File: config.mk
export PLATFORM = sky130hd
export DESIGN_NAME = squaring_sequencer
export DESIGN_NICKNAME = d
export VERILOG_FILES = /design/src/modsq_arith_pkg.sv /design/src/modsq_ctrl_pkg.sv /design/src/squaring_sequencer.sv
export SDC_FILE = /design/constraint.sdc
export NUM_CORES = 1
export LEC_CHECK = 0
export BUFFER_PORTS_ARGS = -buffer_cell sky130_fd_sc_hd__buf_2
export CAP_MARGIN = 10
export CELL_PAD_IN_SITES_DETAIL_PLACEMENT = 1
export CELL_PAD_IN_SITES_GLOBAL_PLACEMENT = 1
export CORE_MARGIN = 5
export CORE_UTILIZATION = 30
export DETAILED_ROUTE_END_ITERATION = 16
export PLACE_DENSITY_LB_ADDON = 0.05
export SLEW_MARGIN = 20
export SYNTH_ARGS = -nofsm -noshare
export SYNTH_HDL_FRONTEND = slang
export SYNTH_SLANG_ARGS = --single-unit
File: constraint.sdc
create_clock -name clk -period 4.8 [get_ports clk]
set_input_delay 0.72 -clock clk [delete_from_list [all_inputs] [get_ports clk]]
set_output_delay 0.72 -clock clk [all_outputs]
set_load 0.01 [all_outputs]
File: src/modsq_arith_pkg.sv
package modsq_arith_pkg;

    localparam int NUM_WORDS   = 4;
    localparam int WORD_LEN    = 16;
    localparam int OPERAND_LEN = NUM_WORDS * WORD_LEN;
    localparam int NUM_COLS    = 2 * NUM_WORDS - 1;

    // Odd modulus between 2^62 and 2^63, so 2^64 < 4 * MODULUS
    localparam logic [OPERAND_LEN-1:0] MODULUS = 64'h5A3C_9E17_D2B4_8F63;

    localparam int CHUNK_LEN  = 6;
    localparam int NUM_CHUNKS = (OPERAND_LEN + CHUNK_LEN - 1) / CHUNK_LEN;
    localparam int MAX_MULT   = 4;

    // A column holds at most NUM_WORDS products of two words
    localparam int COL_EXTRA = $clog2(NUM_WORDS);
    localparam int COL_WORDS = (2 * WORD_LEN + COL_EXTRA + WORD_LEN - 1) / WORD_LEN;

    // Table sum stays below 2^64 + 12 * MODULUS, which is under 7 * 2^64
    localparam int CARRY_LEN = 3;

    typedef logic [WORD_LEN-1:0] word_t;
    typedef word_t [NUM_WORDS-1:0] operand_t;

    typedef struct packed {
        logic [OPERAND_LEN-1:0] high;
        logic [OPERAND_LEN:0]   low;     // Bit 64 is the carry out of the low half
    } square_t;

    // Value times 2^shift modulo MODULUS, by repeated doubling
    function automatic operand_t shift_mod(logic [OPERAND_LEN-1:0] value, int shift);
        logic [OPERAND_LEN:0] acc;
        acc = {1'b0, value};
        if (acc >= MODULUS) begin
            acc = acc - MODULUS;
        end
        for (int i = 0; i < shift; i++) begin
            acc = acc << 1;
            if (acc >= MODULUS) begin
                acc = acc - MODULUS;
            end
        end
        return acc[OPERAND_LEN-1:0];
    endfunction

    // Weight of chunk k sits at bit 64 + 6k of the square
    function automatic operand_t high_table_entry(int k, int v);
        return shift_mod(OPERAND_LEN'(v), OPERAND_LEN + CHUNK_LEN * k);
    endfunction

    function automatic operand_t carry_table_entry(int c);
        return shift_mod(OPERAND_LEN'(c), OPERAND_LEN);
    endfunction

endpackage

File: src/modsq_ctrl_pkg.sv
package modsq_ctrl_pkg;

    localparam int ITER_LEN = 32;

    // Four calculate states make one squaring pass
    typedef enum logic [2:0] {
        idle,
        load,
        calc0,
        calc1,
        calc2,
        calc3,
        finish
    } seq_state_e;

    typedef struct packed {
        logic                      start;
        modsq_arith_pkg::operand_t operand;
        logic [ITER_LEN-1:0]       iterations;   // Zero runs a single pass
    } sq_request_t;

    typedef struct packed {
        logic                      done;
        modsq_arith_pkg::operand_t residue;
    } sq_result_t;

endpackage

File: src/squaring_sequencer.sv
`timescale 1ns/1ns

module squaring_sequencer (
    input  logic                        clk,
    input  logic                        reset,
    input  modsq_ctrl_pkg::sq_request_t request,
    input  modsq_arith_pkg::operand_t   reduced,
    output modsq_arith_pkg::operand_t   operand,
    output modsq_ctrl_pkg::sq_result_t  result,
    output logic                        busy
);
    import modsq_arith_pkg::*;
    import modsq_ctrl_pkg::*;

    seq_state_e          state;
    seq_state_e          state_next;
    logic [ITER_LEN-1:0] target_q;
    logic [ITER_LEN-1:0] count_q;
    operand_t            operand_q;
    logic                accept;
    logic                last_pass;

    assign accept    = request.start && (state == idle);
    assign last_pass = (count_q == target_q - 1'b1);

    always_ff @(posedge clk) begin
        if (reset) begin
            state <= idle;
        end
        else begin
            state <= state_next;
        end
    end

    always_comb begin
        case (state)
            idle:    state_next = accept ? load : idle;
            load:    state_next = calc0;
            calc0:   state_next = calc1;
            calc1:   state_next = calc2;
            calc2:   state_next = calc3;
            calc3:   state_next = last_pass ? finish : calc0;
            default: state_next = idle;
        endcase
    end

    always_ff @(posedge clk) begin
        if (reset || accept) begin
            count_q <= '0;
        end
        else if (state == calc3) begin
            count_q <= count_q + 1'b1;
        end
    end

    // The operand stays put for the four cycles the pipeline needs
    always_ff @(posedge clk) begin
        if (accept) begin
            operand_q <= request.operand;
            target_q  <= (request.iterations == '0) ? ITER_LEN'(1) : request.iterations;
        end
        else if (state == calc3) begin
            operand_q <= reduced;
        end
    end

    assign operand        = operand_q;
    assign result.done    = (state == finish);
    assign result.residue = operand_q;                  // Holds until the next request
    assign busy           = (state != idle);

endmodule

## Yosys cells after proc, flatten, opt, wreduce, memory -nomap -nowiden

Cells that the tools add are included.

- Bits of input ports: 163
- Register bits: 131
- Output and inout bits: 130

- Reductions and logical operators: 6
- Muxes and demuxes: 5
- Equality and inequality tests: 7
- Add/subtract/negate cells: 2

Operator list:

| kind | count |
|---|---|
| two-way mux 64 bit | 2 |
| adder 32 x 1 -> 32 bit, second input constant | 1 |
| == test 32 bit | 1 |
| logical NOT 32 bit | 1 |
| subtractor 32 x 1 -> 32 bit, second input constant | 1 |
| one-hot mux 3 bit (6 select lines) | 1 |
| == test 3 bit, second input constant | 3 |
| == test 3 x 2 -> 1 bit, second input constant | 2 |
| == test 3 x 1 -> 1 bit, second input constant | 1 |
| logical NOT 3 bit | 1 |
| two-way mux 3 bit | 1 |
| nonzero test 3 bit | 1 |
| nonzero test 2 bit | 1 |
| logical AND 1 bit | 1 |
| logical OR 1 bit | 1 |
| two-way mux 1 bit | 1 |

## Depth between registers and ports, before layout

Gate-level depths: netlist of run 1.

- Depth after elaboration: 4
- Depth in mapped cells: 11

## Worst setup path before layout of run 1

No wires, ideal clock.

- Path type: flip-flop to flip-flop
- From: reg state[0]
- To: reg operand_q (netlist bit operand[0]) (enable)
- Buffers on the path: 2
- Path slack: 1.187 ns
- Data required time: 4.406 ns
- Clock period less this slack: 3.613 ns
- Stages on the path, launching flop included: 6
- Arrival: 3.219 ns
- Cell sequence: dfxtp_1 -> clkbuf_1 -> or3_1 -> nor2_1 -> buf_1 -> or2_2

- Longest elaborated chain between the ends: 3

Ends and longest elaborated chain:

| element | line | text |
|---|---|---|
| start, declared | squaring_sequencer.sv:15 | `seq_state_e state;` |
| start signal, assigned | squaring_sequencer.sv:28 | `state <= idle;` |
| start signal, assigned | squaring_sequencer.sv:31 | `state <= state_next;` |
| logical NOT 3 bit | squaring_sequencer.sv:23 | `assign accept = request.start && (state == idle);` |
| logical AND 1 bit | squaring_sequencer.sv:23 |  |
| net accept | squaring_sequencer.sv:20 | `logic accept;` |
| nonzero test 2 bit (no line) | n/a |  |
| end signal, assigned | squaring_sequencer.sv:59 | `operand_q <= request.operand;` |
| end signal, assigned | squaring_sequencer.sv:63 | `operand_q <= reduced;` |
| end, declared | squaring_sequencer.sv:19 | `operand_t operand_q;` |

The timed path passes the listed nets, and every way through them passes these cells.
A chain may end at the register's enable or synchronous reset.

## Final worst setup path of run 1

- From: reg target_q[0]
- To: reg state[2]

- Longest elaborated chain between the ends: 4

Ends and longest elaborated chain:

| element | line | text |
|---|---|---|
| start, declared | squaring_sequencer.sv:17 | `logic [ITER_LEN-1:0] target_q;` |
| start signal, assigned | squaring_sequencer.sv:60 | `target_q <= (request.iterations == '0) ? ITER_LEN'(1) : request.iterations;` |
| subtractor 32 x 1 -> 32 bit | squaring_sequencer.sv:24 | `assign last_pass = (count_q == target_q - 1'b1);` |
| == test 32 bit | squaring_sequencer.sv:24 |  |
| two-way mux 3 bit | squaring_sequencer.sv:42 | `calc3: state_next = last_pass ? finish : calc0;` |
| one-hot mux 3 bit (6 select lines) | squaring_sequencer.sv:36 | `case (state)` |

No other way between the ends.

==> flow_metrics.env, run 1 <==
export IMPL_busiest_layer="met2"
export IMPL_finish_utilization=0.3820
export IMPL_ys_warn_count=0
export IMPL_rsz0062_at_grt="false"
export IMPL_clk_latency_ns=0.41
export IMPL_async_flop_share=0
export IMPL_gp_congestion=0.8394
export IMPL_via_per_inst=4.629
export IMPL_path_class="reg -> reg"
export IMPL_critPathMaxFanout=8
export IMPL_use_met3=0.05887
export IMPL_grt_first_pass_wirelength_mm=30.64
export IMPL_drive_gt1_frac=0.4819
export IMPL_synth_yosys_seq_area_share=0.5172
export IMPL_finalWorstPathRequiredPeriod_ns=3.597
export IMPL_drtAntennaViolNets=0
export IMPL_syn_inst=617
export IMPL_timing_final_crit_share=0.7493
export IMPL_hold_viol=0
export IMPL_cts_resized=0
export IMPL_grt_antenna_before_repair=6
export IMPL_drc_errors=0
export IMPL_cts_buffers=17
export IMPL_synth_cell_types=53
export IMPL_cts_root_buf="clkbuf_16"
export IMPL_num_io_pins=293
export IMPL_first_global_vias=5645
export IMPL_dpl_hpwl_mm=15.93
export IMPL_die_h_um=162.0
export IMPL_start_kind="flop"
export IMPL_die_w_um=162.0
export IMPL_synth_top_area_share=0.4161
export IMPL_filler_cell_count=2567
export IMPL_end_kind="flop"
export IMPL_maxSlewViolCount=0
export IMPL_skew_ns=0.008976
export IMPL_ir_drop_mv=0.2045
export IMPL_maxCapViolCount=0
export IMPL_wl_per_cell_um=17.66
export IMPL_port_buffer_count=292
export IMPL_cts_tree="done"
export IMPL_firstDrtPassIters=6
export IMPL_initial_core_util=0.3051
export IMPL_overflow=0
export IMPL_hold_buffers=0
export IMPL_worstMarginPinSlew_ns=0.7153
export IMPL_path_clk_slew_ns=0.06
export IMPL_synth_common_cells="96 x edfxtp_1, 65 x buf_4, 64 x mux2_2"
export IMPL_ys_seq_elements=131
export IMPL_syn_to_final_growth_pct=25.23
export IMPL_htree_levels=4
export IMPL_cts_sinks=131
export IMPL_wirelength_mm=19.71
export IMPL_met2_usage=0.2471
export IMPL_synth_area_leaders="edfxtp_1 42%, mux2_2 10%, dfxtp_1 10%"
export IMPL_grt_max_degree=57
export IMPL_netlist_area_sq_mm=0.006928
export IMPL_post_cts_setup_buffers=0
export IMPL_synth_enable_flop_cells=96
export IMPL_status="complete, no violations"
export IMPL_vias=5166
export IMPL_core_area_sq_mm=0.02271
export IMPL_timing_fmax_mhz=278.0
export IMPL_setup_viol=0
export IMPL_synth_main_ff_cell="edfxtp_1"
export IMPL_synth_largest_area_cell="edfxtp_1"
export IMPL_syn_nets=782
export IMPL_clk_path_buf_depth=2
export IMPL_rows=55
export IMPL_cp_required_ns=5.11
export IMPL_yosys_cell_count_top_type="edfxtp_1"
export IMPL_powerDensity_mw_per_mm2=351.6
export IMPL_syn_avg_cell_area_sq_um=11.23
export IMPL_dieArea_sq_mm=0.02623
export IMPL_leakage_nw=3.443
export IMPL_worstPathArrival_ns=3.90
export IMPL_drt_initial_drc_count=162
export IMPL_maxSlewHeadroom=0.5231
export IMPL_gr_usage_met1=0.1797
export IMPL_hold_path_class="in -> reg"
export IMPL_final_nets=983
export IMPL_finalSetupTns_ns=0
export IMPL_grt_usage=0.1484
metrics by stage:
| stage | hold WS, ns | setup slack [ns] | power (mW) | instances | cell area [sq um] |
|---|---|---|---|---|---|
| after global placement | 0.5304 | 1.342 | 1.864 | 1084 | 8117 |
| after detailed placement | 0.5257 | 1.231 | 1.868 | 1084 | 8117 |
| after CTS | 0.4715 | 1.206 | 3.103 | 1115 | 8673 |
| after floorplan | 0.4830 | 1.187 | 1.708 | 617 | 6928 |
| after global routing | 0.4840 | 0.9959 | 3.191 | 1115 | 8673 |
| final | 0.4950 | 1.203 | 3.051 | 1116 | 8676 |
flip-flops by register name, indices dropped and copies added, names as in the netlist:
register	flops
count_q	32
state	3
target_q	32
operand	64
metal layers:
metal  part of all wire  vias to the layer above
met4             0.0094                       10
met3              0.092                       19
met5             0.0037                        -
met1               0.42                     2404
met2               0.47                      202
li1                   -                     2531
layout make-up:
| class | count | area (sq um) | share of cell area |
|---|---|---|---|
| repair buffers | 297 | 1499 | 0.1728 |
| inverters | 10 | 37.54 | 0.004327 |
| well taps | 285 | 356.6 | 0.04110 |
| flip-flops and latches | 131 | 3583 | 0.4130 |
| multi-input cells | 361 | 2640 | 0.3043 |
| clock buffers | 17 | 425.4 | 0.04903 |
| diodes | 1 | 2.502 | 0.0002884 |
| clock inverters | 14 | 131.4 | 0.01514 |
report_power, final:
group / total [mW] / switching [mW] / internal, mW / leakage (nW)
registers: 1.38 / 0.0560 / 1.32 / 1.20
clock network: 1.22 / 0.506 / 0.713 / 0.250
logic: 0.452 / 0.240 / 0.212 / 2.00
path summary, 6_finish.rpt:
check / start / to / depth (start not counted) / slack (ns)
max: target_q[0] / state[2] / 9 / 1.20
min: request[11] / target_q[11] / 1 / 0.50
max reg2reg: target_q[0] / state[2] / 9 / 1.20
min reg2reg: count_q[31] / count_q[31] / 2 / 0.55
logic make-up (layout without fill, tap and decap cells):
kind of cell,Yosys count,in the layout,synth area share
other cells,0,1,0
flops,131,131,0.5172
xor+xnor,73,73,0.09229
mux,67,67,0.1084
buf+inv,125,338,0.1031
simple gates,181,181,0.1369
fa+ha+maj,2,2,0.003611
compound gates,38,38,0.03847
critical path, cell delays in order, from the launching register on:
cell      delay, ns
edfxtp_1       0.49
inv_1          0.10
ha_1           0.31
or4b_2         0.67
or4_1          0.59
nor4_1         0.37
xnor2_1        0.16
nand2_1        0.06
or4_1          0.52
o41ai_2        0.23
layout by cell type (no fill, tap or decap), types with 7 or more instances in the layout:
cell / synthesis / final
edfxtp_1: 96 / 96
o21ai_0: 7 / 7
clkinvlp_4: 0 / 7
mux2_2: 64 / 64
inv_1: 10 / 10
buf_2: 1 / 292
or4_1: 7 / 7
xnor2_1: 33 / 33
dfxtp_1: 35 / 35
clkbuf_16: 0 / 17
a21oi_1: 7 / 7
nand4_1: 11 / 11
xor2_1: 40 / 40
nand3_1: 14 / 14
nor3_1: 18 / 18
nor2_1: 50 / 49
nor4_1: 20 / 20
or3_1: 9 / 9
nand2_1: 23 / 23
(Power assumes the default switching activity.)
==> run 2: changes to the inputs <==
--- a/config.mk
+++ b/config.mk
@@ -5,6 +5,7 @@
 export SDC_FILE = /design/constraint.sdc
 export NUM_CORES = 1
 export LEC_CHECK = 0
+export ABC_AREA = 1
 export BUFFER_PORTS_ARGS = -buffer_cell sky130_fd_sc_hd__buf_2
 export CAP_MARGIN = 10
 export CELL_PAD_IN_SITES_DETAIL_PLACEMENT = 1
==> constraint.sdc (replaced) <==
create_clock -name clk -period 3.5 [get_ports clk]
set_input_delay 0.525 -clock clk [delete_from_list [all_inputs] [get_ports clk]]
set_output_delay 0.525 -clock clk [all_outputs]
set_load 0.01 [all_outputs]
==> flow_metrics.env, run 2 <==
export IMPL_status="complete, no violations"
export IMPL_first_global_vias=7221
export IMPL_ir_drop_mv=0.2429
export IMPL_cts_resized=0
export IMPL_gp_congestion=0.7684
export IMPL_num_io_pins=293
export IMPL_dpl_hpwl_mm=21.48
export IMPL_finalWorstPathRequiredPeriod_ns=2.332
export IMPL_grt_antenna_before_repair=7
export IMPL_core_area_sq_mm=0.02489
export IMPL_worst_slack_ns=1.168
export IMPL_grt_max_degree=62
export IMPL_sw_frac_of_total=0.3103
export IMPL_filler_cell_count=3102
export IMPL_rr_worst_depth=6
export IMPL_path_clk_slew_ns=0.06
export IMPL_synth_common_cells="351 x nand2_1, 96 x edfxtp_1, 92 x nor2_1"
export IMPL_layout_common_cells="350 x nand2_1, 292 x buf_2, 96 x edfxtp_1, 92 x nor2_1, 62 x inv_1"
export IMPL_drc_errors=0
export IMPL_die_h_um=168.3
export IMPL_r2r_end="operand[6]"
export IMPL_min_to="target_q[25]"
export IMPL_synthSimpleGateAreaFrac=0.3267
export IMPL_r2r_start="state[2]"
export IMPL_hold_buffers=0
export IMPL_power_switching_mw=1.440
export IMPL_synth_main_ff_cell="edfxtp_1"
export IMPL_timing_final_crit_share=0.6663
export IMPL_post_place_ws_ns=1.107
export IMPL_wl_per_cell_um=17.53
export IMPL_synth_enable_flop_cells=96
export IMPL_clk_latency_ns=0.43
export IMPL_start_kind="flop"
export IMPL_clk_path_buf_depth=2
export IMPL_cts_tree="done"
export IMPL_drive_gt1_frac=0.3196
export IMPL_cp_required_ns=3.68
export IMPL_timing_fmax_mhz=428.8
export IMPL_wirelength_mm=26.16
export IMPL_cts_buffers=17
export IMPL_layout_commonest_cell="nand2_1"
export IMPL_path_class="reg -> reg"
export IMPL_rows=58
export IMPL_maxSlewHeadroom=0.5010
export IMPL_synth_cell_types=38
export IMPL_finalSetupTns_ns=0
export IMPL_syn_nets=1108
export IMPL_synth_largest_area_cell="edfxtp_1"
export IMPL_hold_path_class="in -> reg"
export IMPL_via_per_inst=4.420
export IMPL_ys_warn_count=0
export IMPL_maxCapViolCount=0
export IMPL_yosys_cell_count_top_type="nand2_1"
export IMPL_powerDensity_mw_per_mm2=495.9
export IMPL_ys_seq_elements=131
export IMPL_synth_area_leaders="edfxtp_1 38%, nand2_1 18%, dfxtp_1 9.3%"
export IMPL_p_int_mw=3.202
export IMPL_worstPathArrival_ns=2.51
export IMPL_vias=6595
export IMPL_post_cts_setup_buffers=0
export IMPL_finish_utilization=0.3761
export IMPL_hold_viol=0
export IMPL_critPathMaxFanout=39
export IMPL_setup_viol=0
export IMPL_p_seq_frac=0.430
export IMPL_maxSlewViolCount=0
export IMPL_synth_compound_area_share=0.01931
export IMPL_die_w_um=168.3
export IMPL_hold_start="request[25]"
export IMPL_syn_avg_cell_area_sq_um=7.972
export IMPL_skew_ns=0.01168
export IMPL_synthAdderAreaFrac=0.003329
export IMPL_leakage_nw=4.283
export IMPL_worstMarginPinSlew_ns=0.7477
export IMPL_netlist_area_sq_mm=0.007517
export IMPL_cts_sinks=131
export IMPL_dieArea_sq_mm=0.02832
export IMPL_cts_root_buf="clkbuf_16"
export IMPL_yosys_mux_area_fraction=0
export IMPL_drt_initial_drc_count=221
export IMPL_grt_first_pass_wirelength_mm=40.42
export IMPL_drtAntennaViolNets=0
export IMPL_end_kind="flop"
export IMPL_pwr_share_clk=0.375
export IMPL_grt_usage=0.1860
export IMPL_largest_reg_flops=64
export IMPL_rsz0062_at_grt="false"
export IMPL_firstDrtPassIters=4
export IMPL_rrSetupSlack_ns=1.17
export IMPL_htree_levels=4
export IMPL_synth_yosys_seq_area_share=0.4767
export IMPL_overflow=0
export IMPL_synth_top_family_by_area="simple AND/OR/NAND/NOR gates"
export IMPL_syn_to_final_growth_pct=24.55
export IMPL_final_nets=1313
export IMPL_initial_core_util=0.3020
export IMPL_min_path_cells=1
export IMPL_syn_inst=943
export IMPL_comb_power_share=0.195
export IMPL_synth_top_area_share=0.3835
export IMPL_synth_xor_area_frac=0.05210
export IMPL_async_flop_share=0
export IMPL_port_buffer_count=292
run 2: critical path, cell delays in order, from the launching register on:
cell      delay, ns
dfxtp_1        0.47
inv_1          0.14
nand3_2        0.21
clkinv_2       0.62
buf_4          0.48
nand2_1        0.09
nand2_1        0.05
run 2: layer usage:
layer,GRT usage,wire length (um),vias up
li1,-,-,3352
met1,0.2045,10410,3010
met2,0.3244,13080,178
met3,0.08077,1984,43
met4,0.05787,604,12
met5,0,82,-
run 2: worst max-delay path by stage:
stage                     slack [ns]          end        start  cells after the start
after floorplan                 0.47   operand[0]  request[96]                      4
after global placement          1.16  operand[39]  request[96]                      6
after detailed placement        1.11   operand[6]  request[96]                      6
after CTS                       1.10   operand[6]     state[2]                      6
after global routing            0.97  operand[52]     state[2]                      6
final                           1.17   operand[6]     state[2]                      6
run 2: layout make-up:
cell class	instances	area [sq um]	share of cell area
Sequential cell	131	3583	0.3827
Multi-Input combinational cell	633	3030	0.3237
Timing Repair Buffer	299	1526	0.1630
Clock buffer	18	429.2	0.04584
Tap cell	330	412.9	0.04410
Inverter	66	249.0	0.02659
Clock inverter	14	128.9	0.01376
Antenna cell	1	2.502	0.0002673
run 2: logic make-up (layout without fill, tap and decap cells):
group	after synthesis	in the layout
adders and majority gates	2	2
AOI/OAI and AO/OA	27	27
and+or+nand+nor	564	564
other	0	1
DFF	131	131
xor gates and xnor gates	40	40
buffers and inverters	179	397
run 2: per-stage QoR:
| step | area [sq um] | power, mW | hold slack, ns | instances |
|---|---|---|---|---|
| finish | 9363 | 4.643 | 0.2909 | 1492 |
| global route | 9363 | 4.894 | 0.2626 | 1492 |
| CTS | 9360 | 4.731 | 0.2689 | 1491 |
| detailed placement | 8802 | 2.966 | 0.5356 | 1459 |
| global placement | 8802 | 2.962 | 0.5253 | 1459 |
| floorplan | 7517 | 2.611 | 0.4784 | 943 |
run 2: power groups by stage:
| stage | Sequential, mW | Combinational, mW | Clock (mW) |
|---|---|---|---|
| 2_1_floorplan | 2.06 | 0.550 | 0 |
| 3_3_place_gp | 2.03 | 0.929 | 0 |
| 3_5_place_dp | 2.03 | 0.931 | 0 |
| 4_1_cts | 2.01 | 0.933 | 1.79 |
| 5_1_grt | 2.02 | 1.01 | 1.86 |
| 6_report | 2.00 | 0.905 | 1.74 |
